`src/common/mc_pkg.sv`:
```
package mc_pkg;

   // ==========================================================
   // Sizes and widths
   // ==========================================================
   localparam int N_CORES    = 2;
   localparam int N_REQ      = N_CORES + 1;   // Cores first, host last.
   localparam int HOST_ID    = N_REQ - 1;
   localparam int REQ_W      = $clog2(N_REQ);
   localparam int DATA_W     = 16;
   localparam int INSTR_W    = 16;
   localparam int PC_W       = 8;
   localparam int DADR_W     = 10;
   localparam int WB_ADR_W   = 12;
   localparam int IMEM_DEPTH = 1 << PC_W;
   localparam int DMEM_DEPTH = 1 << DADR_W;

   typedef logic [DATA_W-1:0]   data_t;
   typedef logic [INSTR_W-1:0]  instr_t;
   typedef logic [PC_W-1:0]     pc_t;
   typedef logic [DADR_W-1:0]   dadr_t;
   typedef logic [REQ_W-1:0]    req_id_t;
   typedef logic [WB_ADR_W-1:0] wb_adr_t;

   // ==========================================================
   // Instruction set
   // ==========================================================
   // Layout is op[15:12] rd[11:10] rs[9:8] imm[7:0], memory ops use [9:0] as address.
   typedef enum logic [3:0] {
      LDI    = 4'h0,
      ADDI   = 4'h1,
      ADD    = 4'h2,
      LD     = 4'h3,
      ST     = 4'h4,
      LOCK   = 4'h5,
      UNLOCK = 4'h6,
      BNZ    = 4'h7,
      HALT   = 4'hf
   } opcode_e;

   // ==========================================================
   // Host address map
   // ==========================================================
   localparam wb_adr_t IMEM_BASE  = 12'h000;   // Core i sits at i * 256.
   localparam wb_adr_t IMEM_TOP   = IMEM_BASE + wb_adr_t'(N_CORES * IMEM_DEPTH);
   localparam wb_adr_t REG_CTRL   = 12'h200;
   localparam wb_adr_t REG_STATUS = 12'h201;
   localparam wb_adr_t REG_CYC_LO = 12'h202;
   localparam wb_adr_t REG_CYC_HI = 12'h203;
   localparam wb_adr_t DMEM_BASE  = 12'h400;
   localparam wb_adr_t DMEM_TOP   = DMEM_BASE + wb_adr_t'(DMEM_DEPTH);

endpackage

```
`src/common/mem_if.sv`:
```
interface mem_if;
   import mc_pkg::*;

   logic  req;          // Plain read or write.
   logic  we;
   dadr_t adr;          // Data address, or lock address.
   data_t wdat;
   logic  lock_req;
   logic  unlock_req;
   logic  ack;
   data_t rdat;         // Valid in the ack cycle.

   modport master (
      output req,
      output we,
      output adr,
      output wdat,
      output lock_req,
      output unlock_req,
      input  ack,
      input  rdat
   );

   modport slave (
      input  req,
      input  we,
      input  adr,
      input  wdat,
      input  lock_req,
      input  unlock_req,
      output ack,
      output rdat
   );

endinterface

```
`src/core/core.sv`:
```
module core (
   input  logic           clk,
   input  logic           reset_n,
   input  logic           run,
   output mc_pkg::pc_t    imem_adr,
   input  mc_pkg::instr_t imem_dat,
   mem_if.master          mem,
   output logic           halted
);
   import mc_pkg::*;

   typedef enum logic [1:0] {
      FETCH,
      EXEC,
      WAIT_MEM,
      HALTED
   } state_e;

   state_e     state;
   pc_t        pc;
   data_t      rf [4];
   opcode_e    op;
   logic [1:0] rd;
   logic [1:0] rs;
   logic [7:0] imm;
   data_t      imm_sx;
   dadr_t      ea;
   logic       is_mem;

   // ==========================================================
   // Decode
   // ==========================================================
   // The RAM keeps reading pc, so imem_dat stays valid through WAIT_MEM.
   assign op     = opcode_e'(imem_dat[15:12]);
   assign rd     = imem_dat[11:10];
   assign rs     = imem_dat[9:8];
   assign imm    = imem_dat[7:0];
   assign imm_sx = {{(DATA_W-8){imm[7]}}, imm};
   assign ea     = imem_dat[DADR_W-1:0];
   assign is_mem = (op == LD) || (op == ST) || (op == LOCK) || (op == UNLOCK);

   assign imem_adr = pc;
   assign halted   = (state == HALTED);

   // ==========================================================
   // State machine
   // ==========================================================
   always_ff @(posedge clk) begin
      if (!reset_n || !run) begin
         state          <= FETCH;
         pc             <= '0;
         mem.req        <= 1'b0;
         mem.lock_req   <= 1'b0;
         mem.unlock_req <= 1'b0;
         for (int i = 0; i < 4; i++) begin
            rf[i] <= '0;
         end
      end else begin
         case (state)
            FETCH: begin
               state <= EXEC;             // Instruction word arrives next cycle.
            end

            EXEC: begin
               if (is_mem) begin
                  state          <= WAIT_MEM;
                  mem.req        <= (op == LD) || (op == ST);
                  mem.we         <= (op == ST);
                  mem.lock_req   <= (op == LOCK);
                  mem.unlock_req <= (op == UNLOCK);
                  mem.adr        <= ea;
                  mem.wdat       <= rf[rd];
               end else if (op == HALT) begin
                  state <= HALTED;
               end else begin
                  state <= FETCH;
                  pc    <= pc + 1'b1;
                  case (op)
                     LDI:  rf[rd] <= data_t'(imm);
                     ADDI: rf[rd] <= rf[rd] + imm_sx;
                     ADD:  rf[rd] <= rf[rd] + rf[rs];
                     BNZ: begin
                        if (rf[rd] != '0) begin
                           pc <= imm;
                        end
                     end
                     default: ;                 // Unknown opcodes fall through as no-ops.
                  endcase
               end
            end

            WAIT_MEM: begin
               if (mem.ack) begin
                  mem.req        <= 1'b0;
                  mem.lock_req   <= 1'b0;
                  mem.unlock_req <= 1'b0;
                  if (op == LD) begin
                     rf[rd] <= mem.rdat;
                  end
                  pc    <= pc + 1'b1;
                  state <= FETCH;
               end
            end

            HALTED: ;                     // Parked until run drops.

            default: state <= FETCH;
         endcase
      end
   end

endmodule

```
`src/flat_wrapper.sv`:
```
// flat-port wrapper written by rule: the top's interface ports become plain ports
module core_flat import mc_pkg::*;
  (clk, reset_n, run, imem_adr, imem_dat, halted, mem_req, mem_we, mem_adr, mem_wdat, mem_lock_req, mem_unlock_req, mem_ack, mem_rdat);
  mem_if mem_i ();
  input  logic clk;
  input  logic reset_n;
  input  logic run;
  output mc_pkg::pc_t imem_adr;
  input  mc_pkg::instr_t imem_dat;
  output logic halted;
  output wire logic [$bits(mem_i.req)-1:0] mem_req;
  output wire logic [$bits(mem_i.we)-1:0] mem_we;
  output wire logic [$bits(mem_i.adr)-1:0] mem_adr;
  output wire logic [$bits(mem_i.wdat)-1:0] mem_wdat;
  output wire logic [$bits(mem_i.lock_req)-1:0] mem_lock_req;
  output wire logic [$bits(mem_i.unlock_req)-1:0] mem_unlock_req;
  input wire logic [$bits(mem_i.ack)-1:0] mem_ack;
  input wire logic [$bits(mem_i.rdat)-1:0] mem_rdat;
  assign mem_req = mem_i.req;
  assign mem_we = mem_i.we;
  assign mem_adr = mem_i.adr;
  assign mem_wdat = mem_i.wdat;
  assign mem_lock_req = mem_i.lock_req;
  assign mem_unlock_req = mem_i.unlock_req;
  assign mem_i.ack = mem_ack;
  assign mem_i.rdat = mem_rdat;
  core u_core (.clk(clk), .reset_n(reset_n), .run(run), .imem_adr(imem_adr), .imem_dat(imem_dat), .mem(mem_i), .halted(halted));
endmodule
```
`config.mk`:
```
export PLATFORM = sky130hd
export DESIGN_NAME = core_flat
export DESIGN_NICKNAME = d
export VERILOG_FILES = /design/src/common/mc_pkg.sv /design/src/common/mem_if.sv /design/src/core/core.sv /design/src/flat_wrapper.sv
export SDC_FILE = /design/constraint.sdc
export NUM_CORES = 1
export LEC_CHECK = 0
export CORE_ASPECT_RATIO = 0.75
export CORE_UTILIZATION = 40
export DETAILED_ROUTE_END_ITERATION = 8
export DONT_BUFFER_PORTS = 1
export PLACE_DENSITY = 0.61
export SLEW_MARGIN = 0
export SYNTH_ARGS = -nofsm -noshare
export SYNTH_HDL_FRONTEND = slang
export SYNTH_SLANG_ARGS = --single-unit
```
`constraint.sdc`:
```
create_clock -name clk -period 4.7 [get_ports clk]
set_input_delay 0.705 -clock clk [delete_from_list [all_inputs] [get_ports clk]]
set_output_delay 0.705 -clock clk [all_outputs]
set_load 0.02 [all_outputs]
```
Word level (Yosys, flattened, before mapping)
Memory sizes are Yosys's and may differ from the RTL's.
Cells that the tools add are included.
{"block": "totals", "input_bits": 36, "elab_cells": 95, "output_inout_bits": 39, "latch_bits": 0, "ram_bits": 64, "rom_bits": 0, "register_bits": 40, "mem_count": 1}
{"name": "u_core.rf", "words": 4, "word_bits": 16, "rd": 2, "rd_ports_with_merged_regs": 0, "wr": 4, "line_no": "core.sv:21", "text": "data_t rf [4];"}
{"block": "classes", "n_lt_le_gt_ge": 0, "reduce_logical": 16, "multipliers": 0, "mux": 48, "addsub": 3, "bitwise_logic": 4, "n_shift": 0, "eq_ne": 15, "div_mod_pow": 0}
{"operator": "two-way mux 16 bit", "count": 4}
{"operator": "two-way mux 8 bit", "count": 5}
{"operator": "adder 16 bit", "count": 2}
{"operator": "two-way mux 1 bit", "count": 30}
{"operator": "equality test 4 x 3 -> 1 bit (second input constant)", "count": 4}
{"operator": "case mux 8 bit (2 select lines)", "count": 1}
{"operator": "nonzero test 16 bit", "count": 1}
{"operator": "OR reduction 16 bit", "count": 1}
{"operator": "adder 8 x 1 -> 8 bit (second input constant)", "count": 1}
{"operator": "equality test 4 x 2 -> 1 bit (second input constant)", "count": 2}
{"operator": "two-way mux 2 bit", "count": 4}
{"operator": "!= test 2 bit (second input constant)", "count": 3}
{"operator": "case mux 1 bit (2 select lines)", "count": 3}
{"operator": "case mux 2 bit (3 select lines)", "count": 1}
{"operator": "AND reduction 3 bit", "count": 2}
{"operator": "equality test 2 bit (second input constant)", "count": 2}
{"operator": "equality test 4 x 1 -> 1 bit (second input constant)", "count": 1}
{"operator": "equality test 4 bit (second input constant)", "count": 1}
{"operator": "zero test 4 bit", "count": 1}
{"operator": "logical OR 1 bit", "count": 4}
{"operator": "AND reduction 4 bit", "count": 1}
{"operator": "OR 1 bit", "count": 3}
{"operator": "nonzero test 3 bit", "count": 1}
{"operator": "equality test 2 x 1 -> 1 bit (second input constant)", "count": 1}
{"operator": "other kinds (6)", "count": 7}

Depth between registers and ports, before layout
Gate-level depths: netlist of the first run.
{"block": "depth", "ltp_word": 13, "mapped_depth": 12}

Worst setup path before layout of the first run
OpenSTA, ideal clock, no wires.
{"block": "synth_path", "path_type": "input to register", "startpoint": "input imem_dat[8]", "endpoint": "memory u_core.rf[0][14] in the netlist's numbering, data pin", "path_stages": 11, "setup_time_ps": 272, "n_path_buf": 2, "path_slack_ps": 532, "required_ps": 4428, "t_arrival_ps": 3897, "cell_sequence": "clkbuf_1 -> buf_1 -> mux4_2 -> ha_1 -> and4_1 -> nand2_1 -> o211a_1 -> o31ai_1 -> xor2_1 -> a221oi_1 -> nor2_1"}
{"item": "start: declaration", "line_no": "flat_wrapper.sv:9", "text": "input mc_pkg::instr_t imem_dat;"}
{"item": "end: declaration", "line_no": "core.sv:21"}

==> flow_summary_export.csv, run 1 <==
group,metric,value,unit
cts,cts.sinks,104,
min_path,whs_path_depth,0,
synthesis,synth_nets,667,
die,coreArea,16200,um^2
outcome,status,"finished, final reports clean",
worst_setup_path,worstSetupStartpointType,"flop",
cts,clock_latency,350,ps
worst_setup_path,cp.arrival,3930,ps
placement,dp_hpwl,13500,um
routing,drtIter0Drc,470,
min_path,holdPathEnd,"u_core.mem.adr[6]",
worst_setup_path,worstSetupPathType,"reg2reg",
routing,wl_per_cell,23.2,um
die,initial_core_util,0.412,
cells_and_area,multi_input_area,3500,um^2
sta,period_needed,3850,ps
grt,gr-total-overflow,0,
grt,grt_max_degree,22,
power_and_ir_drop,powerDensity,303,nW/um^2
synthesis,yosysSeqAreaShare,0.449,
cells_and_area,final_nets,662,
die,rows,40,
cells_and_area,finish.utilization,0.447,
worst_setup_path,end_kind,"flop",
sta,slew_violations,0,
worst_setup_path,critical_path_required,4780,ps
worst_setup_path,crit_family,"compound AO/OA/AOI/OAI gates",
worst_setup_path,reg2reg_depth,10,
worst_setup_path,reg2reg_from,"u_core.rf[2][0]",
die,io_pins,75,
die,fp.dieW,151,um
grt,antenna_found_initial,0,
worst_setup_path,r2r_slack,850,ps
cells_and_area,drive_gt1_frac,0.123,
cts,cts_buffers,9,
worst_setup_path,cp_max_fo,4,
job,maxCapViolations,0,
worst_setup_path,r2r_end,"u_core.rf[1][14]",
grt,grt_pass1_wl,28200,um
sta,worst_pin_slew,1050,ps
cts,cts_resized,0,
sta,maxSlewHeadroom,0.298,
routing,drc,0,
cts,post_cts.repair.setup_buffers,0,
sta,fmaxAchievable,0.259,GHz
synthesis,syn_area,6670,um^2
synthesis,synth_edf_count,91,
synthesis,synth_area_per_cell,11.2,um^2
sta,clock-skew-final,10.0,ps
synthesis,netlist_top_cells_area,"edfxtp_1, mux4_2, ha_1",
routing,routed_via_density,6.25,
synthesis,ys.flop_type,"edfxtp_1",
cells_and_area,fillers,1496,
cts,htree_levels,3,
sta,setup_viol,0,
synthesis,yosys.area.top_type,"edfxtp_1",
placement,port_buffers,0,
cts,cts_hold_buf,0,
synthesis,synth_cell_types,60,
synthesis,synthArstFlopShare,0,
power_and_ir_drop,p_leak,2.80,nW
routing,wl,18700,um
grt,gr-usage-all-layers,0.224,
cts,clk_path_buf_depth,2,
worst_setup_path,cp.buffers_inverters,0,
cts,cts_tree,"yes",
min_path,hold_class,"in2reg",
cells_and_area,antenna_cells,0,
min_path,worstHoldStart,"imem_dat[6]",
routing,drtPass1Iterations,5,
die,die_h,114,um
power_and_ir_drop,power.total,0.00219,W
worst_setup_path,crit_chain,"mux4_2 > ha_1 > fa_1 > a21oi_1 > o21ai_0 > a211oi_1 > o21ai_0 > mux2i_1 > a221oi_1 > nor2_1",
cells_and_area,ff_latch_area,2990,um^2
power_and_ir_drop,ir_drop,208,uV
worst_setup_path,cp_slowest_cell,"a221oi_1",
cts,clk_pin_slew,80,ps
synthesis,synth_seq_cells,104,
sta,period_share,0.820,
die,die_area,17200,um^2
synthesis,synth_cells,594,
routing,num_vias,5021,
placement,gp_congestion,0.896,
worst_setup_path,cp_common_cell,"o21ai_0",
synthesis,yosysWarnings,0,
sta,rsz0062_at_grt,"no",
sta,hold_viol,0,
worst_setup_path,cpPeakStageDelay,570,ps
sta,setup_tns,0,ps
grt,grt_pass1_vias,4764,
cells_and_area,area_growth,8.39,%
cts,cts_root_buf,"clkbuf_16",
synthesis,synth_top_area_frac,0.410,
routing,postRouteAntennaNets,0,
==> worst reg2reg max path, stage by stage, from the launching register on <==
cell and delay [ps]:
edfxtp_1 410, mux4_2 540, ha_1 240, fa_1 460, a21oi_1 210, o21ai_0 180, a211oi_1 480, o21ai_0 220
mux2i_1 170, a221oi_1 570, nor2_1 110
==> routing by layer <==
| layer | routed length (um) | global-route usage | vias to the layer above | share of wire |
|---|---|---|---|---|
| met2 | 7990 | 0.321 | 223 | 0.43 |
| li1 | - | - | 2292 | - |
| met4 | 171 | 0.0460 | 0 | 0.0092 |
| met3 | 1520 | 0.0448 | 17 | 0.082 |
| met1 | 8970 | 0.347 | 2489 | 0.48 |
| met5 | 0 | 0 | - | 0 |
==> report_power, final <==
group          internal, W  leakage [nW]  total, W  switching [W]
clock network     0.000429         0.153  0.000816       0.000387
registers          0.00103          1.06   0.00104      0.0000157
logic             0.000141          1.58  0.000325       0.000185
==> metrics by stage <==
step / cells / setup WS [ps] / cell area (um^2) / hold WS, ps
detailed placement: 788 / 575 / 6910 / 524
CTS: 804 / 887 / 7220 / 435
finish: 804 / 845 / 7220 / 442
global placement: 788 / 618 / 6910 / 496
floorplan: 594 / 532 / 6670 / 480
global route: 804 / 691 / 7220 / 427
==> cells by family after synthesis <==
logic type,count (synthesis),synth area share
DFF,104,0.449
muxes,53,0.141
AOI/OAI and AO/OA,139,0.142
xor gates and xnor gates,22,0.0289
and+or+nand+nor,196,0.141
adders and majority gates,37,0.0717
buffers and inverters,43,0.0267
==> layout make-up <==
class / instances / share of cell area
Clock buffer: 9 / 0.0312
Clock inverter: 7 / 0.0130
Inverter: 15 / 0.00779
Multi-Input combinational cell: 447 / 0.485
Sequential cell: 104 / 0.414
Tap cell: 210 / 0.0364
Timing Repair Buffer: 12 / 0.0125
==> placed cells by master (no fill, tap or decap), types with 6 or more instances in the layout <==
master	n
nor2_1	79
edfxtp_1	91
or3_1	7
ha_1	35
nand2b_1	10
mux4_2	32
inv_1	14
a21oi_1	32
o21ai_0	22
a21o_1	17
nand4_1	6
buf_4	12
nand3_1	12
nor4_1	9
nor2b_1	7
nand2_1	40
xnor2_1	13
dfxtp_1	13
clkbuf_16	9
nor3_1	6
mux2i_1	15
xor2_1	9
a211oi_1	9
a22oi_1	9
==> synthesized netlist by cell type, drive strengths merged, types with 5 or more instances <==
| library cell | instances |
|---|---|
| inv | 14 |
| and4 | 5 |
| mux4 | 32 |
| nor2 | 80 |
| dfxtp | 13 |
| nand4 | 6 |
| edfxtp | 91 |
| buf | 8 |
| o21ai | 22 |
| mux2i | 15 |
| nor3 | 6 |
| nand2 | 40 |
| xor2 | 9 |
| xnor2 | 13 |
| clkbuf | 20 |
| mux2 | 6 |
| a31oi | 5 |
| or3 | 7 |
| a21oi | 32 |
| nor4 | 11 |
| nor2b | 7 |
| nand2b | 10 |
| and3 | 5 |
| a22oi | 9 |
| a21o | 17 |
| a211oi | 9 |
| ha | 35 |
| nand3 | 12 |
| a221oi | 5 |
==> worst max path at each step <==
| stage | startpoint | to | slack, ps | cells past startpoint |
|---|---|---|---|---|
| after floorplan | imem_dat[8] | u_core.rf[0][14] | 530 | 11 |
| after global placement | imem_dat[10] | u_core.rf[2][14] | 620 | 10 |
| after detailed placement | imem_dat[10] | u_core.rf[2][12] | 580 | 10 |
| after CTS | u_core.rf[3][0] | u_core.rf[2][12] | 890 | 10 |
| after global routing | u_core.rf[2][0] | u_core.rf[1][12] | 690 | 10 |
| final | u_core.rf[2][0] | u_core.rf[1][14] | 850 | 10 |
==> flip-flops by register name (all words and copies together) (netlist names), 2 cells and up <==
signal           cells
u_core.mem.wdat     16
u_core.rf           64
u_core.state         2
u_core.mem.adr      10
u_core.imem_adr      8
Note: power is estimated with default switching activity, not from simulation.
==> run 2: changes to the inputs <==
Clock period 4.7 ns to 3.8 ns, I/O delays scaled along.
==> flow_summary_export.csv, run 2 (same netlist as run 1, synthesis figures left out) <==
group,metric,value,unit
worst_setup_path,cp.arrival,3710,ps
sta,maxSlewHeadroom,0.443,
cts,cts.sinks,104,
sta,rsz0062_at_grt,"no",
cells_and_area,top_register,"u_core.rf",
placement,pre_cts_ws,140,ps
power_and_ir_drop,powerDensity,359,nW/um^2
cts,clock_latency,360,ps
worst_setup_path,crit_chain,"mux4_2 > ha_1 > fa_1 > a21oi_1 > o21ai_0 > a211oi_1 > buf_4 > o21ai_0 > mux2i_1 > a221oi_1 > buf_4 > nor2_1",
grt,grt_max_degree,22,
die,die_h,114,um
worst_setup_path,cp_max_fo,4,
power_and_ir_drop,ir_drop,189,uV
min_path,worstHoldStart,"imem_dat[9]",
cts,cts_buffers,9,
worst_setup_path,cpPeakStageDelay,540,ps
power_and_ir_drop,power.total,0.00260,W
grt,gr-total-overflow,0,
sta,hold_viol,0,
die,rows,40,
routing,postRouteAntennaNets,0,
worst_setup_path,worstSetupStartpointType,"flop",
sta,clock-skew-final,13.0,ps
cells_and_area,ff_latch_area,2990,um^2
cts,clk_pin_slew,80,ps
cells_and_area,final_common_cell,"edfxtp_1",
sta,setup_slack,207,ps
worst_setup_path,critical_path_required,3910,ps
sta,fin_hold_ws,304,ps
grt,gr-usage-met2,0.312,
cells_and_area,antenna_cells,0,
worst_setup_path,cp.buffers_inverters,2,
cells_and_area,area_growth,8.75,%
sta,slew_violations,0,
placement,gp_congestion,0.875,
cells_and_area,final_nets,670,
cells_and_area,multi_input_area,3500,um^2
die,die_area,17200,um^2
routing,drc,0,
worst_setup_path,worstSetupPathType,"reg2reg",
placement,placedCellCount,796,
routing,drtPass1Iterations,5,
cells_and_area,largest_register_ffs,64,
routing,num_vias,5101,
die,fp.dieW,151,um
sta,period_needed,3590,ps
cells_and_area,final_cell_mix,"edfxtp_1, nor2_1, nand2_1",
sta,fmaxAchievable,0.278,GHz
outcome,status,"finished, final reports clean",
min_path,hold_class,"in2reg",
grt,grt_pass1_vias,4689,
sta,worst_pin_slew,830,ps
cts,cts_resized,0,
cts,cts_root_buf,"clkbuf_16",
cells_and_area,fin_cells,812,
cts,htree_levels,3,
grt,grt_pass1_wl,28200,um
placement,dp_hpwl,13600,um
die,initial_core_util,0.412,
grt,antenna_found_initial,0,
worst_setup_path,reg2reg_from,"u_core.rf[2][0]",
sta,period_share,0.945,
worst_setup_path,startpoint,"u_core.rf[2][0]",
sta,setup_viol,0,
sta,setup_tns,0,ps
die,coreArea,16200,um^2
die,io_pins,75,
cts,cts_tree,"yes",
grt,gr-usage-all-layers,0.227,
grt,grt_use_met3,0.0512,
cells_and_area,drive_gt1_frac,0.131,
routing,wl,18900,um
worst_setup_path,end_kind,"flop",
cts,clk_path_buf_depth,2,
routing,wl_per_cell,23.2,um
cells_and_area,biggestRegsByFlops,"u_core.rf (64), u_core.mem.wdat (16), u_core.mem.adr (10)",
worst_setup_path,crit_family,"compound AO/OA/AOI/OAI gates",
routing,routed_via_density,6.28,
job,maxCapViolations,0,
power_and_ir_drop,p_leak,2.81,nW
grt,busiest_layer,"met1",
placement,port_buffers,0,
routing,drtIter0Drc,523,
grt,use_met1,0.358,
worst_setup_path,cp_slowest_cell,"mux4_2",
cts,post_cts.repair.setup_buffers,0,
cts,cts_hold_buf,0,
cells_and_area,fillers,1475,
==> run 2: layer usage <==
layer | wire, um | part of all wire
met5 | 0 | 0
met4 | 167 | 0.0089
met3 | 1840 | 0.097
met2 | 7990 | 0.42
met1 | 8860 | 0.47
==> run 2: path summary, 6_finish.rpt <==
check                                         end  slack (ps)  cells past startpoint
worst max-delay path             u_core.rf[2][14]         210                     12
worst min-delay path            u_core.mem.adr[9]         300                      0
worst max register to register   u_core.rf[2][14]         210                     12
worst min register to register    u_core.state[1]         520                      2
==> run 2: worst reg2reg max path, cell delays in order, from the launching register on <==
cell	delay, ps
edfxtp_1	400
mux4_2	540
ha_1	250
fa_1	440
a21oi_1	190
o21ai_0	240
a211oi_1	290
buf_4	170
o21ai_0	110
mux2i_1	160
a221oi_1	320
buf_4	200
nor2_1	40
==> run 2: final cells by class <==
cell class / instances / area share
clock inverter: 7 / 0.00794
multi-input combinational: 447 / 0.483
tap: 210 / 0.0363
sequential: 104 / 0.413
timing repair buffer: 20 / 0.0207
inverter: 15 / 0.00777
clock buffer: 9 / 0.0311
==> run 2: through the flow <==
stage | utilization | instance area [um^2]
detailed placement | 0.431 | 6970
CTS | 0.448 | 7250
finish | 0.448 | 7250
global placement | 0.431 | 6970
global route | 0.448 | 7250
floorplan | - | 6670
==> run 2: power breakdown <==
group | internal [W] | switching, W
sequential | 0.00127 | 0.0000192
combinational | 0.000178 | 0.000235
clock | 0.000451 | 0.000451
total | 0.00190 | 0.000705
