File: config.mk
export PLATFORM = sky130hd
export DESIGN_NAME = host_regs_flat
export DESIGN_NICKNAME = d
export VERILOG_FILES = /design/src/common/mc_pkg.sv /design/src/common/mem_if.sv /design/src/hdl/host_regs.sv /design/src/flat_wrapper.sv
export SDC_FILE = /design/constraint.sdc
export NUM_CORES = 1
export LEC_CHECK = 0
export BUFFER_PORTS_ARGS = -buffer_cell sky130_fd_sc_hd__buf_2
export CORE_ASPECT_RATIO = 0.8
export CORE_MARGIN = 8
export CORE_UTILIZATION = 45
export DETAILED_ROUTE_END_ITERATION = 10
export GPL_TIMING_DRIVEN = 0
export PLACE_DENSITY = 0.85
export SLEW_MARGIN = 20
export SYNTH_ARGS = -nofsm -noshare
export SYNTH_HDL_FRONTEND = slang
export SYNTH_SLANG_ARGS = --single-unit
File: constraint.sdc
create_clock -name clk -period 3.94 [get_ports clk]
set_clock_uncertainty 0.2 [all_clocks]
set_input_delay 0.985 -clock clk [delete_from_list [all_inputs] [get_ports clk]]
set_output_delay 0.985 -clock clk [all_outputs]
set_load 0.05 [all_outputs]
File: src/common/mc_pkg.sv
package mc_pkg;

   // ==========================================================
   // Sizes and widths
   // ==========================================================
   localparam int N_CORES    = 2;
   localparam int N_REQ      = N_CORES + 1;   // Cores first, host last.
   localparam int HOST_ID    = N_REQ - 1;
   localparam int REQ_W      = $clog2(N_REQ);
   localparam int DATA_W     = 16;
   localparam int INSTR_W    = 16;
   localparam int PC_W       = 8;
   localparam int DADR_W     = 10;
   localparam int WB_ADR_W   = 12;
   localparam int IMEM_DEPTH = 1 << PC_W;
   localparam int DMEM_DEPTH = 1 << DADR_W;

   typedef logic [DATA_W-1:0]   data_t;
   typedef logic [INSTR_W-1:0]  instr_t;
   typedef logic [PC_W-1:0]     pc_t;
   typedef logic [DADR_W-1:0]   dadr_t;
   typedef logic [REQ_W-1:0]    req_id_t;
   typedef logic [WB_ADR_W-1:0] wb_adr_t;

   // ==========================================================
   // Instruction set
   // ==========================================================
   // Layout is op[15:12] rd[11:10] rs[9:8] imm[7:0], memory ops use [9:0] as address.
   typedef enum logic [3:0] {
      LDI    = 4'h0,
      ADDI   = 4'h1,
      ADD    = 4'h2,
      LD     = 4'h3,
      ST     = 4'h4,
      LOCK   = 4'h5,
      UNLOCK = 4'h6,
      BNZ    = 4'h7,
      HALT   = 4'hf
   } opcode_e;

   // ==========================================================
   // Host address map
   // ==========================================================
   localparam wb_adr_t IMEM_BASE  = 12'h000;   // Core i sits at i * 256.
   localparam wb_adr_t IMEM_TOP   = IMEM_BASE + wb_adr_t'(N_CORES * IMEM_DEPTH);
   localparam wb_adr_t REG_CTRL   = 12'h200;
   localparam wb_adr_t REG_STATUS = 12'h201;
   localparam wb_adr_t REG_CYC_LO = 12'h202;
   localparam wb_adr_t REG_CYC_HI = 12'h203;
   localparam wb_adr_t DMEM_BASE  = 12'h400;
   localparam wb_adr_t DMEM_TOP   = DMEM_BASE + wb_adr_t'(DMEM_DEPTH);

endpackage

File: src/common/mem_if.sv
interface mem_if;
   import mc_pkg::*;

   logic  req;          // Plain read or write.
   logic  we;
   dadr_t adr;          // Data address, or lock address.
   data_t wdat;
   logic  lock_req;
   logic  unlock_req;
   logic  ack;
   data_t rdat;         // Valid in the ack cycle.

   modport master (
      output req,
      output we,
      output adr,
      output wdat,
      output lock_req,
      output unlock_req,
      input  ack,
      input  rdat
   );

   modport slave (
      input  req,
      input  we,
      input  adr,
      input  wdat,
      input  lock_req,
      input  unlock_req,
      output ack,
      output rdat
   );

endinterface

File: src/hdl/host_regs.sv
module host_regs (
   input  logic                        clk,
   input  logic                        reset_n,
   input  logic                        wb_cyc,
   input  logic                        wb_stb,
   input  logic                        wb_we,
   input  mc_pkg::wb_adr_t             wb_adr,
   input  mc_pkg::data_t               wb_dat_w,
   output mc_pkg::data_t               wb_dat_r,
   output logic                        wb_ack,
   output logic [mc_pkg::N_CORES-1:0]  imem_we,
   output mc_pkg::pc_t                 imem_wadr,
   output mc_pkg::instr_t              imem_wdat,
   input  logic [mc_pkg::N_CORES-1:0]  halted,
   output logic                        run,
   mem_if.master                       host
);
   import mc_pkg::*;

   logic [31:0] cyc_cnt;
   logic        start;
   logic        in_imem;
   logic        in_dmem;
   logic        dmem_go;
   data_t       reg_rdat;

   // A new access is taken only outside the ack cycle and the data wait.
   assign start   = wb_cyc & wb_stb & ~wb_ack & ~host.req;
   assign in_imem = (wb_adr >= IMEM_BASE) && (wb_adr < IMEM_TOP);
   assign in_dmem = (wb_adr >= DMEM_BASE) && (wb_adr < DMEM_TOP);
   assign dmem_go = start & in_dmem & ~run;

   // ==========================================================
   // Instruction memory write port
   // ==========================================================
   for (genvar i = 0; i < N_CORES; i++) begin : g_imem_we
      assign imem_we[i] = start & wb_we & in_imem &
                          (wb_adr[WB_ADR_W-1:PC_W] == (WB_ADR_W - PC_W)'(i));
   end

   assign imem_wadr = wb_adr[PC_W-1:0];
   assign imem_wdat = wb_dat_w;

   assign host.lock_req   = 1'b0;
   assign host.unlock_req = 1'b0;

   always_comb begin
      case (wb_adr)
         REG_CTRL:   reg_rdat = data_t'(run);
         REG_STATUS: reg_rdat = data_t'(halted);
         REG_CYC_LO: reg_rdat = cyc_cnt[15:0];
         REG_CYC_HI: reg_rdat = cyc_cnt[31:16];
         default:    reg_rdat = '0;          // Both memories read as zero here.
      endcase
   end

   // ==========================================================
   // Bus cycle, run bit and cycle counter
   // ==========================================================
   always_ff @(posedge clk) begin
      if (!reset_n) begin
         run      <= 1'b0;
         wb_ack   <= 1'b0;
         host.req <= 1'b0;
         cyc_cnt  <= '0;
      end else begin
         wb_ack <= 1'b0;
         if (run && (halted != '1)) begin
            cyc_cnt <= cyc_cnt + 1'b1;
         end
         if (host.req) begin
            if (host.ack) begin
               host.req <= 1'b0;
               wb_ack   <= 1'b1;
               wb_dat_r <= host.rdat;
            end
         end else if (dmem_go) begin
            host.req  <= 1'b1;
            host.we   <= wb_we;
            host.adr  <= wb_adr[DADR_W-1:0];
            host.wdat <= wb_dat_w;
         end else if (start) begin
            wb_ack   <= 1'b1;
            wb_dat_r <= reg_rdat;
            if (wb_we && wb_adr == REG_CTRL) begin
               run <= wb_dat_w[0];
            end
         end
      end
   end

endmodule

File: src/flat_wrapper.sv
// flat-port wrapper written by rule: the top's interface ports become plain ports
module host_regs_flat import mc_pkg::*;
  (clk, reset_n, wb_cyc, wb_stb, wb_we, wb_adr, wb_dat_w, wb_dat_r, wb_ack, imem_we, imem_wadr, imem_wdat, halted, run, host_req, host_we, host_adr, host_wdat, host_lock_req, host_unlock_req, host_ack, host_rdat);
  mem_if host_i ();
  input  logic clk;
  input  logic reset_n;
  input  logic wb_cyc;
  input  logic wb_stb;
  input  logic wb_we;
  input  mc_pkg::wb_adr_t wb_adr;
  input  mc_pkg::data_t wb_dat_w;
  output mc_pkg::data_t wb_dat_r;
  output logic wb_ack;
  output logic [mc_pkg::N_CORES-1:0] imem_we;
  output mc_pkg::pc_t imem_wadr;
  output mc_pkg::instr_t imem_wdat;
  input  logic [mc_pkg::N_CORES-1:0] halted;
  output logic run;
  output wire logic [$bits(host_i.req)-1:0] host_req;
  output wire logic [$bits(host_i.we)-1:0] host_we;
  output wire logic [$bits(host_i.adr)-1:0] host_adr;
  output wire logic [$bits(host_i.wdat)-1:0] host_wdat;
  output wire logic [$bits(host_i.lock_req)-1:0] host_lock_req;
  output wire logic [$bits(host_i.unlock_req)-1:0] host_unlock_req;
  input wire logic [$bits(host_i.ack)-1:0] host_ack;
  input wire logic [$bits(host_i.rdat)-1:0] host_rdat;
  assign host_req = host_i.req;
  assign host_we = host_i.we;
  assign host_adr = host_i.adr;
  assign host_wdat = host_i.wdat;
  assign host_lock_req = host_i.lock_req;
  assign host_unlock_req = host_i.unlock_req;
  assign host_i.ack = host_ack;
  assign host_i.rdat = host_rdat;
  host_regs u_core (.clk(clk), .reset_n(reset_n), .wb_cyc(wb_cyc), .wb_stb(wb_stb), .wb_we(wb_we), .wb_adr(wb_adr), .wb_dat_w(wb_dat_w), .wb_dat_r(wb_dat_r), .wb_ack(wb_ack), .imem_we(imem_we), .imem_wadr(imem_wadr), .imem_wdat(imem_wdat), .halted(halted), .run(run), .host(host_i));
endmodule
# Word-level counts from Yosys, hierarchy flattened
# Cells that the tools add are included.
[op_classes]
addsub = 1
n_bitwise = 13
mux = 12
order_cmp = 4
n_reduce_logical = 9
n_eq_ne = 8
[op_table]
columns = ["cell", "n"]
rows = [
  ["$mux W16", 4],
  ["$pmux W16 S4", 1],
  ["$eq A12 B10 Y1 const B", 4],
  ["$add A32 B1 Y32 const B", 1],
  ["$ge A12 B1 Y1 const B", 1],
  ["$ge A12 B11 Y1 const B", 1],
  ["$lt A12 B10 Y1 const B", 1],
  ["$lt A12 B12 Y1 const B", 1],
  ["$and A1 B1 Y1", 9],
  ["$reduce_and A4 Y1", 2],
  ["$mux W1", 7],
  ["$eq A4 B1 Y1 const B", 1],
  ["$logic_and A1 B1 Y1", 4],
  ["$logic_not A4 Y1", 1],
  ["$ne A2 B2 Y1 const B", 2],
  ["$not A1 Y1", 4],
  ["$reduce_and A3 Y1", 1],
  ["$ne A2 B1 Y1 const B", 1],
  ["$reduce_bool A2 Y1", 1],
]
[totals]
regBits = 78
out_inout_bits = 74
elab_cells = 55

# Logic depth before layout (Yosys ltp)
# Gate-level depths: netlist (run 1).
[depth]
ltp_word = 7
mapped_depth = 6
depth_no_buf = 5

# Least setup slack after synthesis (run 1)
# No wires, ideal clock.
[synth_path]
kind = "in2reg"
startpoint = "input reset_n"
endpoint = "register u_core.host.adr[0], enable pin"
slack_ps = -112
setup_ps = 445
t_arrival_ps = 3407
stages = 3
path_buffers = 1
cell_sequence = "clkbuf_1 clkinv_1 nor3_1"
[synth_via]
elab_chain_len = 1
[synth_rtl]
columns = ["element", "line_no", "text"]
rows = [
  ["start, declared", "flat_wrapper.sv:6", "input logic reset_n;"],
  ["$reduce_and A3 Y1 (no source line)", "-", ""],
  ["end signal, assigned", "host_regs.sv:80", "host.adr <= wb_adr[DADR_W-1:0];"],
  ["end, declared", "mem_if.sv:16", "output adr,"],
]
# Every way passes these cells.
# A chain may end at the register's enable or synchronous reset.

# Final worst setup path (run 1)
[layout_path]
startpoint = "input wb_cyc"
endpoint = "output imem_we[0] in the netlist's numbering"
[layout_via]
elab_chain_len = 6
[layout_rtl]
columns = ["element", "line_no", "text"]
rows = [
  ["start, declared", "flat_wrapper.sv:7", "input logic wb_cyc;"],
  ["$and A1 B1 Y1 (3 in series)", "host_regs.sv:28", "assign start = wb_cyc & wb_stb & ~wb_ack & ~host.req;"],
  ["$and A1 B1 Y1 (3 in series)", "host_regs.sv:37", "assign imem_we[i] = start & wb_we & in_imem &"],
  ["end, declared", "flat_wrapper.sv:14", "output logic [mc_pkg::N_CORES-1:0] imem_we;"],
]
# Every way passes these cells.

==> impl_metrics.tcl, run 1 <==
set metrics [dict create \
    status "complete, no violations" \
    syn2layout_area_growth_pct 26.2 \
    worst_path_most_repeated_cell "buf_2" \
    place_ws_ps 185 \
    crit_chain "buf_2 -> and3b_1 -> nand3_1 -> or4_1 -> nor2_1 -> buf_2" \
    endpoint "imem_we[0]" \
    finalPower_mw 1.66 \
    place_area_sq_mm 0.00450 \
    synth.distinct_cells 42 \
    post-dp-hpwl_um 7800 \
    die_w_um 118 \
    via_count 3235 \
    post-cts-setup-buffers 0 \
    grt_pass1_vias 3076 \
    layout_min_cycle_time_ps 3400 \
    drcViolationCount 0 \
    grt_usage_pct 17.2 \
    setup_tns_ps 0 \
    grt_max_degree 18 \
    final_area_sq_mm 0.00470 \
    die_y_um 97.4 \
    routed_wl_um 10100 \
    antenna_found_initial 0 \
    placedCellCount 581 \
    critPathSlowestCell "or4_1" \
    crit_type "primary input to output port" \
    route.met3.wl_um 874 \
    fillers 625 \
    synth_seq_area_share_pct 53.5 \
    critPathMaxStageDelay_ps 440 \
    period_share_pct 86.3 \
    initial_utilization_pct 46.6 \
    cts_sinks 78 \
    startpoint "wb_cyc" \
    multi_input_area_sq_mm 0.00145 \
    port_buffers 123 \
    synth_seq_cells 78 \
    vias_per_cell 5.42 \
    r2r-end "u_core.wb_dat_r[14]" \
    dr.max_layer_used "met4" \
    clk_pin_slew_worst_paths_ps 70 \
    hold_slack_ps 291 \
    r2r_start "u_core.host.req" \
    rows 29 \
    crit_family "simple AND/OR/NAND/NOR gates" \
    drt_iter0_drc 282 \
    hold_class "flop to flop" \
    htreeDepth 3 \
    setup_viol 0 \
    crit_fanout 3 \
    regArea_sq_mm 0.00199 \
    netlist_area_sq_mm 0.00372 \
    cp.depth 6 \
    postCtsHoldBufs 0 \
    p_leak_nw 1.83 \
    dr_wl_met2_um 5070 \
    overflow 0 \
    power.density_cell_area_mw_per_mm2 353 \
    syn_avg_cell_area_sq_um 10.7 \
    wl_met1_um 4010 \
    rsz0062_at_grt "no" \
    grt_pass1_wl_um 15900 \
    drive_gt1_share_pct 37.8 \
    rr_worst_depth 3 \
    fin_util_pct 58.9 \
    relSlewSlack_pct 45.5 \
    wire_per_inst_um 17.0 \
    ir_worst_vdd_v 0.000168 \
    finalHoldViolations 0 \
    cts_tree "yes" \
    crit_path_end_kind "output port" \
    crit_required_ps 2750 \
    dieArea_sq_mm 0.0115 \
    core_area_sq_mm 0.00798 \
    tightest_slew_ps 817 \
    clockRootBuffer "clkbuf_8" \
    cap_violations 0 \
    critPathBufInv 2 \
    clock_path_buffers 2 \
    nNetsFinal 537 \
    syn_inst 348 \
    r2r_slack_ps 1820 \
    diodes 0 \
    cp.arrival_ps 2220 \
    gp_congestion 0.889 \
    dr.pass1.iters 5 \
    worstSkewPairLatency_ps 350 \
    slew_violations 0 \
    yosys_warnings 0 \
    num_io_pins 126 \
    final_cells 597 \
    fmax_mhz 294 \
    start_kind "primary input" \
    post_cts_resized 0 \
    ant_nets 0 \
    setup_slack_ps 539 \
    cts_buffers 9 \
]
[synthesized netlist by cell type]
library cell | number | area [sq um]
and4_1 | 4 | 35.0
buf_6 | 1 | 11.3
inv_1 | 6 | 22.5
clkinv_1 | 1 | 3.75
conb_1 | 1 | 3.75
mux2i_1 | 19 | 190
nand2_1 | 37 | 139
mux2_2 | 2 | 22.5
and3b_1 | 1 | 8.76
edfxtp_1 | 43 | 1290
xor2_1 | 5 | 43.8
mux4_2 | 1 | 22.5
clkbuf_1 | 6 | 22.5
o31ai_1 | 5 | 37.5
nand3_1 | 15 | 75.1
buf_4 | 26 | 195
o41ai_1 | 6 | 52.6
xnor2_1 | 5 | 43.8
and4_4 | 1 | 11.3
nor4b_2 | 1 | 15.0
buf_1 | 1 | 3.75
or3_1 | 6 | 37.5
buf_2 | 8 | 40.0
or3b_4 | 1 | 11.3
nand2b_1 | 9 | 56.3
nor3b_1 | 2 | 15.0
or4_1 | 5 | 37.5
ha_1 | 1 | 12.5
dfxtp_1 | 35 | 701
nand4_1 | 12 | 75.1
a21oi_1 | 14 | 70.1
or4b_1 | 1 | 10.0
a21boi_4 | 1 | 18.8
o311ai_0 | 6 | 52.6
nand4_4 | 2 | 42.5
nor3_1 | 3 | 15.0
and2_1 | 3 | 18.8
and3_1 | 3 | 18.8
a21bo_2 | 1 | 10.0
o21ai_0 | 22 | 110
nor2_1 | 17 | 63.8
nor4_1 | 9 | 56.3
[cells in the final DEF, fill, tap and decap left out, types with 8 or more instances in the layout]
cell type    n
nand3_1     15
buf_2      131
edfxtp_1    43
clkbuf_1     8
buf_4       26
nand2_1     37
a21oi_1     14
nor2_1      16
nand2b_1     9
clkbuf_8    10
o21ai_0     22
nor4_1       9
nand4_1     12
mux2i_1     19
dfxtp_1     35
[cell type report]
cell class / instances / area share [%]
Inverter: 7 / 0.559
Clock buffer: 12 / 3.09
Clock inverter: 4 / 1.01
Sequential cell: 78 / 42.4
Buffer: 42 / 5.80
Multi-Input combinational cell: 222 / 30.9
Timing Repair Buffer: 124 / 13.4
Tap cell: 108 / 2.88
[routing by layer]
metal / vias up / track usage (%)
met2: 151 / 29.2
met1: 1528 / 20.3
li1: 1538 / -
met3: 18 / 4.24
met5: - / 0
met4: 0 / 7.47
[worst reg2reg max path: stages (launching register included)]
cell	delay [ps]
dfxtp_1	450
clkbuf_1	350
a21oi_1	180
nor2_2	570
[registers in the layout (all words and copies together), names as in the netlist]
| signal | flops |
|---|---|
| u_core.wb_ack | 1 |
| u_core.host.we | 1 |
| u_core.host.wdat | 16 |
| u_core.host.adr | 10 |
| u_core.host.req | 1 |
| u_core.cyc_cnt | 32 |
| u_core.run | 1 |
| u_core.wb_dat_r | 16 |
[kinds of logic (layout without fill, tap and decap cells)]
family / Yosys count / count (layout) / synth area share [%]
AND/OR/NAND/NOR: 132 / 132 / 19.9
flip-flops: 78 / 78 / 53.5
AO/OA/AOI/OAI: 55 / 55 / 9.44
buffers and inverters: 49 / 189 / 8.03
multiplexers: 22 / 22 / 6.32
XOR/XNOR: 10 / 10 / 2.35
adder cells (fa/ha/maj): 1 / 1 / 0.336
other: 1 / 2 / 0.101
[how the worst min path moves through the flow]
stage / startpoint / to / slack (ps) / cells after the start
CTS: u_core.cyc_cnt[31] / u_core.cyc_cnt[31] / 290 / 2
global placement: u_core.cyc_cnt[31] / u_core.cyc_cnt[31] / 260 / 2
finish: u_core.cyc_cnt[30] / u_core.cyc_cnt[30] / 290 / 2
global route: u_core.cyc_cnt[30] / u_core.cyc_cnt[30] / 310 / 2
floorplan: u_core.cyc_cnt[31] / u_core.cyc_cnt[31] / 240 / 2
detailed placement: u_core.cyc_cnt[31] / u_core.cyc_cnt[31] / 280 / 2
[report_power, final]
group | internal, mW | switching, mW
registers | 0.865 | 0.00237
clock network | 0.308 | 0.288
logic | 0.0600 | 0.137
total | 1.23 | 0.427
Power figures use the tool's default switching activity.
==> run 2: changes to the inputs <==
--- a/config.mk
+++ b/config.mk
@@ -11,7 +11,7 @@
 export CORE_UTILIZATION = 45
 export DETAILED_ROUTE_END_ITERATION = 10
 export GPL_TIMING_DRIVEN = 0
-export PLACE_DENSITY = 0.85
+export PLACE_DENSITY_LB_ADDON = 0.25
 export SLEW_MARGIN = 20
 export SYNTH_ARGS = -nofsm -noshare
 export SYNTH_HDL_FRONTEND = slang
==> run 2 against run 1 <==
Against the previous run:
- routed wire length shrank 4.2%
- critical endpoint unchanged
- setup slack gained 40 ps
- highest routed layer unchanged
- final cell count grew 0.17%
- combinational power is essentially flat
- core utilization grew 0.41 points
- first-iteration DRC count shrank 8.9%
- global-route usage shrank 0.58 points
- hold slack gained 4.0 ps
- register-to-register slack lost 40 ps
==> impl_metrics.tcl, run 2 (synthesized netlist as in run 1, its figures left out) <==
set metrics [dict create \
    status "complete, no violations" \
    r2r-end "u_core.wb_dat_r[10]" \
    drt_iter0_drc 257 \
    ant_nets 0 \
    cts_buffers 9 \
    tightest_slew_ps 763 \
    cell_internal_pwr_mw 1.29 \
    grt_pass1_vias 3008 \
    gp_congestion 0.827 \
    min_to "u_core.cyc_cnt[29]" \
    clockRootBuffer "clkbuf_8" \
    hold_start "u_core.cyc_cnt[29]" \
    final_cell_mix "buf_2 (131), edfxtp_1 (43), nand2_1 (37), dfxtp_1 (35), buf_4 (26)" \
    crit_chain "buf_2 -> and3b_1 -> nand3_1 -> or4_1 -> nor2_1 -> buf_2" \
    syn2layout_area_growth_pct 27.1 \
    port_buffers 123 \
    p_leak_nw 1.84 \
    crit_required_ps 2750 \
    num_io_pins 126 \
    relSlewSlack_pct 49.1 \
    drcViolationCount 0 \
    crit_type "primary input to output port" \
    antenna_found_initial 1 \
    r2r_slack_ps 1780 \
    ir_worst_vdd_v 0.000191 \
    netSwitchingFraction_pct 25.5 \
    wire_per_inst_um 16.2 \
    htreeDepth 3 \
    power_frac_clock_pct 38.6 \
    critPathMaxStageDelay_ps 430 \
    postCtsHoldBufs 0 \
    start_kind "primary input" \
    power.density_cell_area_mw_per_mm2 365 \
    hold_class "flop to flop" \
    crit_path_end_kind "output port" \
    drive_gt1_share_pct 38.0 \
    largest_reg_flops 32 \
    critPathBufInv 2 \
    post_cts_resized 0 \
    crit_family "simple AND/OR/NAND/NOR gates" \
    grt_max_degree 18 \
    rows 29 \
    r2r_start "u_core.host.req" \
    period_share_pct 85.3 \
    worst_path_most_repeated_cell "buf_2" \
    grt_usage_pct 16.6 \
    grt_pass1_wl_um 15500 \
    dieArea_sq_mm 0.0115 \
    vias_per_cell 5.27 \
    rr_worst_depth 3 \
    overflow 0 \
    core_area_sq_mm 0.00798 \
    fillers 705 \
    place_ws_ps 421 \
    clk_pin_slew_worst_paths_ps 80 \
    finalPower_mw 1.73 \
    die_w_um 118 \
    combinationalPowerShare_pct 11.2 \
    via_count 3151 \
    dr.pass1.iters 4 \
    worstSkewPairLatency_ps 350 \
    fmax_mhz 298 \
    hold_slack_ps 295 \
    top_register "u_core.cyc_cnt" \
    cap_violations 0 \
    slew_violations 0 \
    post-dp-hpwl_um 7430 \
    post-cts-setup-buffers 0 \
    finalHoldViolations 0 \
    crit_fanout 3 \
    setup_viol 0 \
    critPathSlowestCell "or4_1" \
    power.switching_mw 0.441 \
    seq_power_share_pct 50.2 \
    cts_tree "yes" \
    layout_min_cycle_time_ps 3360 \
    initial_utilization_pct 46.6 \
    final_common_cell "buf_2" \
    top_regs "u_core.cyc_cnt (32), u_core.host.wdat (16), u_core.wb_dat_r (16)" \
    cts_sinks 78 \
    routed_wl_um 9710 \
    holdPathStages 2 \
    cp.arrival_ps 2180 \
    rsz0062_at_grt "no" \
    nNetsFinal 537 \
    setup_slack_ps 580 \
    clock_path_buffers 2 \
    die_y_um 97.4 \
]
## run 2: changes by cell type in the layout (fill, tap and decap cells not counted), sizes merged
cell / previous run / this run
bufinv: 1 / 2
clkbuf: 18 / 16
clkinv: 3 / 2
clkinvlp: 1 / 2
diode: 0 / 1
inv: 6 / 7
## run 2: power by group through the flow
stage | Clock, mW | Sequential, mW | Combinational, mW
after floorplan | 0 | 0.918 | 0.0996
after global placement | 0 | 0.886 | 0.191
after detailed placement | 0 | 0.886 | 0.195
after CTS | 0.674 | 0.867 | 0.195
after global routing | 0.705 | 0.868 | 0.205
final | 0.667 | 0.867 | 0.194
## run 2: worst min-delay path: stages (launching register included)
cell,delay [ps]
dfxtp_1,330
nand2_1,70
mux2i_1,50
## run 2: stage by stage
stage | std cells | area [sq um] | util, % | TNS, ps
finish | 598 | 4730 | 59.3 | 0
global route | 598 | 4730 | 59.3 | 0
CTS | 597 | 4730 | 59.2 | 0
detailed placement | 581 | 4510 | 56.5 | 0
global placement | 580 | 4480 | 56.2 | -4900
floorplan | 349 | 3730 | - | 0
## run 2: final cells by class
type	count	area [sq um]	share of cell area, %
flip-flops and latches	78	1990	42.1
multi-input cells	222	1450	30.6
repair buffers	124	631	13.3
plain buffers	42	273	5.76
well taps	108	135	2.86
clock buffers	10	128	2.70
clock inverters	6	95.1	2.01
inverters	7	26.3	0.555
diodes	1	2.50	0.0529
## run 2: how the worst max path moves through the flow
stage | cells after the start | slack (ps) | endpoint | startpoint
2_1_floorplan | 4 | 430 | imem_we[0] | wb_stb
3_3_place_gp | 4 | -180 | u_core.host.wdat[6] | reset_n
3_5_place_dp | 5 | 420 | u_core.wb_dat_r[7] | reset_n
4_1_cts | 6 | 570 | imem_we[0] | wb_stb
5_1_grt | 6 | 520 | imem_we[1] | wb_stb
6_report | 6 | 580 | imem_we[0] | wb_stb
## run 2: per-layer routing
metal  vias to the layer above  part of all wire (%)  track usage (%)
met5                         -                     0                0
met4                         0                   1.1             4.72
met3                         8                   7.3             5.05
met2                       113                    49             27.7
met1                      1490                    42             20.4
li1                       1540                     -                -
==> run 3: changes to the inputs <==
--- a/config.mk
+++ b/config.mk
@@ -5,10 +5,11 @@
 export SDC_FILE = /design/constraint.sdc
 export NUM_CORES = 1
 export LEC_CHECK = 0
+export ABC_AREA = 1
 export BUFFER_PORTS_ARGS = -buffer_cell sky130_fd_sc_hd__buf_2
 export CORE_ASPECT_RATIO = 0.8
 export CORE_MARGIN = 8
-export CORE_UTILIZATION = 45
+export CORE_UTILIZATION = 46
 export DETAILED_ROUTE_END_ITERATION = 10
 export GPL_TIMING_DRIVEN = 0
 export PLACE_DENSITY_LB_ADDON = 0.25
==> run 3 against run 2 <==
Against the previous run:
- routed wire length rose by 8.5%
- hold slack improved by 12 ps
- largest power group unchanged
- critical path depth rose by 1
- count of clock-buffer cells in the layout unchanged
- area after synthesis up 4.4%
- sequential cell count unchanged
- die area rose by 1.8%
- final cell count rose by 22%
- maximum frequency increased by 3.5%
- core utilization shrank 0.93 points
- register-to-register slack improved by 20 ps
- setup slack improved by 110 ps
==> impl_metrics.tcl, run 3 <==
set metrics [dict create \
    status "complete, no violations" \
    dieArea_sq_mm 0.0117 \
    diodes 0 \
    cap_violations 0 \
    power.switching_mw 0.449 \
    routed_wl_um 10500 \
    fillers 800 \
    place_area_sq_mm 0.00465 \
    die_y_um 98.2 \
    vias_per_cell 4.90 \
    gp_congestion 0.903 \
    drive_gt1_share_pct 31.0 \
    drt_iter0_drc 265 \
    hold_class "flop to flop" \
    antenna_found_initial 0 \
    rr_worst_depth 6 \
    via_count 3573 \
    clk_pin_slew_worst_paths_ps 90 \
    finalHoldViolations 0 \
    seq_power_share_pct 52.0 \
    core_area_sq_mm 0.00833 \
    num_io_pins 126 \
    start_kind "primary input" \
    grt_pass1_wl_um 16900 \
    netSwitchingFraction_pct 26.9 \
    grt_max_degree 28 \
    setup_tns_ps 0 \
    combinationalPowerShare_pct 11.9 \
    grt_usage_pct 17.9 \
    crit_fanout 3 \
    port_buffers 122 \
    ys_async_sr_fraction_pct 0 \
    synth_top_area_share_pct 33.2 \
    holdPathStages 2 \
    cell_internal_pwr_mw 1.22 \
    cts_sinks 78 \
    clock_path_buffers 2 \
    ant_nets 0 \
    syn_inst 477 \
    p_leak_nw 2.03 \
    syn_avg_cell_area_sq_um 8.15 \
    final_common_cell "buf_2" \
    synth_edf_count 43 \
    power_frac_clock_pct 36.1 \
    crit_path_end_kind "output port" \
    rows 30 \
    top_regs "u_core.cyc_cnt (32), u_core.host.wdat (16), u_core.wb_dat_r (16)" \
    top_register "u_core.cyc_cnt" \
    synth_common_cells "nand2_1 (116), nor2_1 (74), edfxtp_1 (43)" \
    clockRootBuffer "clkbuf_8" \
    crit_type "primary input to output port" \
    synth_seq_cells 78 \
    slew_violations 0 \
    ir_worst_vdd_v 0.000165 \
    place_ws_ps 712 \
    yosys_warnings 0 \
    ys_top_cells_by_area "edfxtp_1 (33%), dfxtp_1 (18%), nand2_1 (11%), nor2_1 (7.1%), buf_4 (5.0%)" \
    period_share_pct 82.4 \
    power.density_cell_area_mw_per_mm2 343 \
    initial_utilization_pct 46.7 \
    synth_seq_area_share_pct 51.2 \
    critPathSlowestCell "buf_2" \
    final_cells 729 \
    overflow 0 \
    placedCellCount 712 \
    fin_util_pct 58.3 \
    worstSkewPairLatency_ps 360 \
    grt_pass1_vias 3384 \
    final_area_sq_mm 0.00486 \
    cts_tree "yes" \
    tightest_slew_ps 746 \
    netlist_area_sq_mm 0.00389 \
    final_cell_mix "buf_2 (125), nand2_1 (116), nor2_1 (72), edfxtp_1 (43), inv_1 (42)" \
    wire_per_inst_um 14.5 \
    crit_chain "buf_2 -> nand2_1 -> nor2_1 -> and3_1 -> nand3_1 -> nor2_1 -> buf_2" \
    syn2layout_area_growth_pct 25.0 \
    layout_min_cycle_time_ps 3250 \
    largest_reg_flops 32 \
    crit_family "simple AND/OR/NAND/NOR gates" \
    post-dp-hpwl_um 8260 \
    setup_viol 0 \
    dr.pass1.iters 5 \
    yosys.area.top_type "edfxtp_1" \
    setup_slack_ps 693 \
    critPathBufInv 2 \
    post_cts_resized 0 \
    cp.depth 7 \
    fmax_mhz 308 \
    htreeDepth 3 \
    die_w_um 119 \
    drcViolationCount 0 \
    synth_most_common_cell "nand2_1" \
    synth_flop_cell "edfxtp_1" \
    cts_buffers 9 \
    cp.arrival_ps 2060 \
    hold_slack_ps 306 \
    finalPower_mw 1.67 \
    synth.distinct_cells 34 \
    rsz0062_at_grt "no" \
    nNetsFinal 665 \
    crit_required_ps 2750 \
    relSlewSlack_pct 50.2 \
    critPathMaxStageDelay_ps 280 \
    postCtsHoldBufs 0 \
    post-cts-setup-buffers 0 \
]
[run 3: cell types whose count changed in the layout (fill, tap and decap cells not counted), moves of 7 or more]
cell,previous run,this run
nor2_2,1,8
mux2i_1,19,0
nor4_1,9,0
nand2b_1,9,0
nand3_1,15,38
nand2_1,37,116
inv_1,6,42
nor2_1,16,72
nor3_1,2,10
[run 3: cells by family after synthesis]
| group | after synthesis | share of synthesized area [%] |
|---|---|---|
| AOI/OAI and AO/OA | 44 | 5.98 |
| xor gates and xnor gates | 6 | 1.35 |
| adders and majority gates | 1 | 0.322 |
| buffers and inverters | 78 | 10.3 |
| DFF | 78 | 51.2 |
| other | 1 | 0.0964 |
| and+or+nand+nor | 269 | 30.7 |
[run 3: worst paths after layout]
kind	from	endpoint	slack [ps]
setup / recovery	wb_cyc	imem_we[1]	690
hold / removal	u_core.cyc_cnt[9]	u_core.cyc_cnt[9]	310
setup reg to reg	u_core.host.req	u_core.wb_dat_r[0]	1800
hold reg to reg	u_core.cyc_cnt[9]	u_core.cyc_cnt[9]	310
[run 3: per-layer routing]
layer	part of all wire [%]	wire (um)	up-vias	global-route usage [%]
met4	1.0	110	0	4.66
li1	-	-	1796	-
met1	44	4640	1636	22.3
met3	7.3	768	9	5.71
met5	0	0	-	0
met2	48	5020	132	29.3
[run 3: power by group through the flow]
stage,clock (mW),combinational [mW],sequential [mW]
after CTS,0.612,0.198,0.869
after detailed placement,0,0.198,0.888
after global placement,0,0.195,0.887
after global routing,0.643,0.211,0.869
after floorplan,0,0.0996,0.923
final,0.603,0.198,0.869
[run 3: worst min-delay path, stage by stage, from the launching register on]
cell and delay [ps]:
dfxtp_1 340, inv_1 70, a21oi_1 60
[run 3: area by class of cell]
class	count	area [sq um]	area share [%]
Buffer	33	233	4.79
Clock buffer	10	128	2.62
Clock inverter	6	70.1	1.44
Inverter	45	169	3.47
Multi-Input combinational cell	322	1510	31.0
Sequential cell	78	1990	41.0
Tap cell	112	140	2.88
Timing Repair Buffer	123	622	12.8
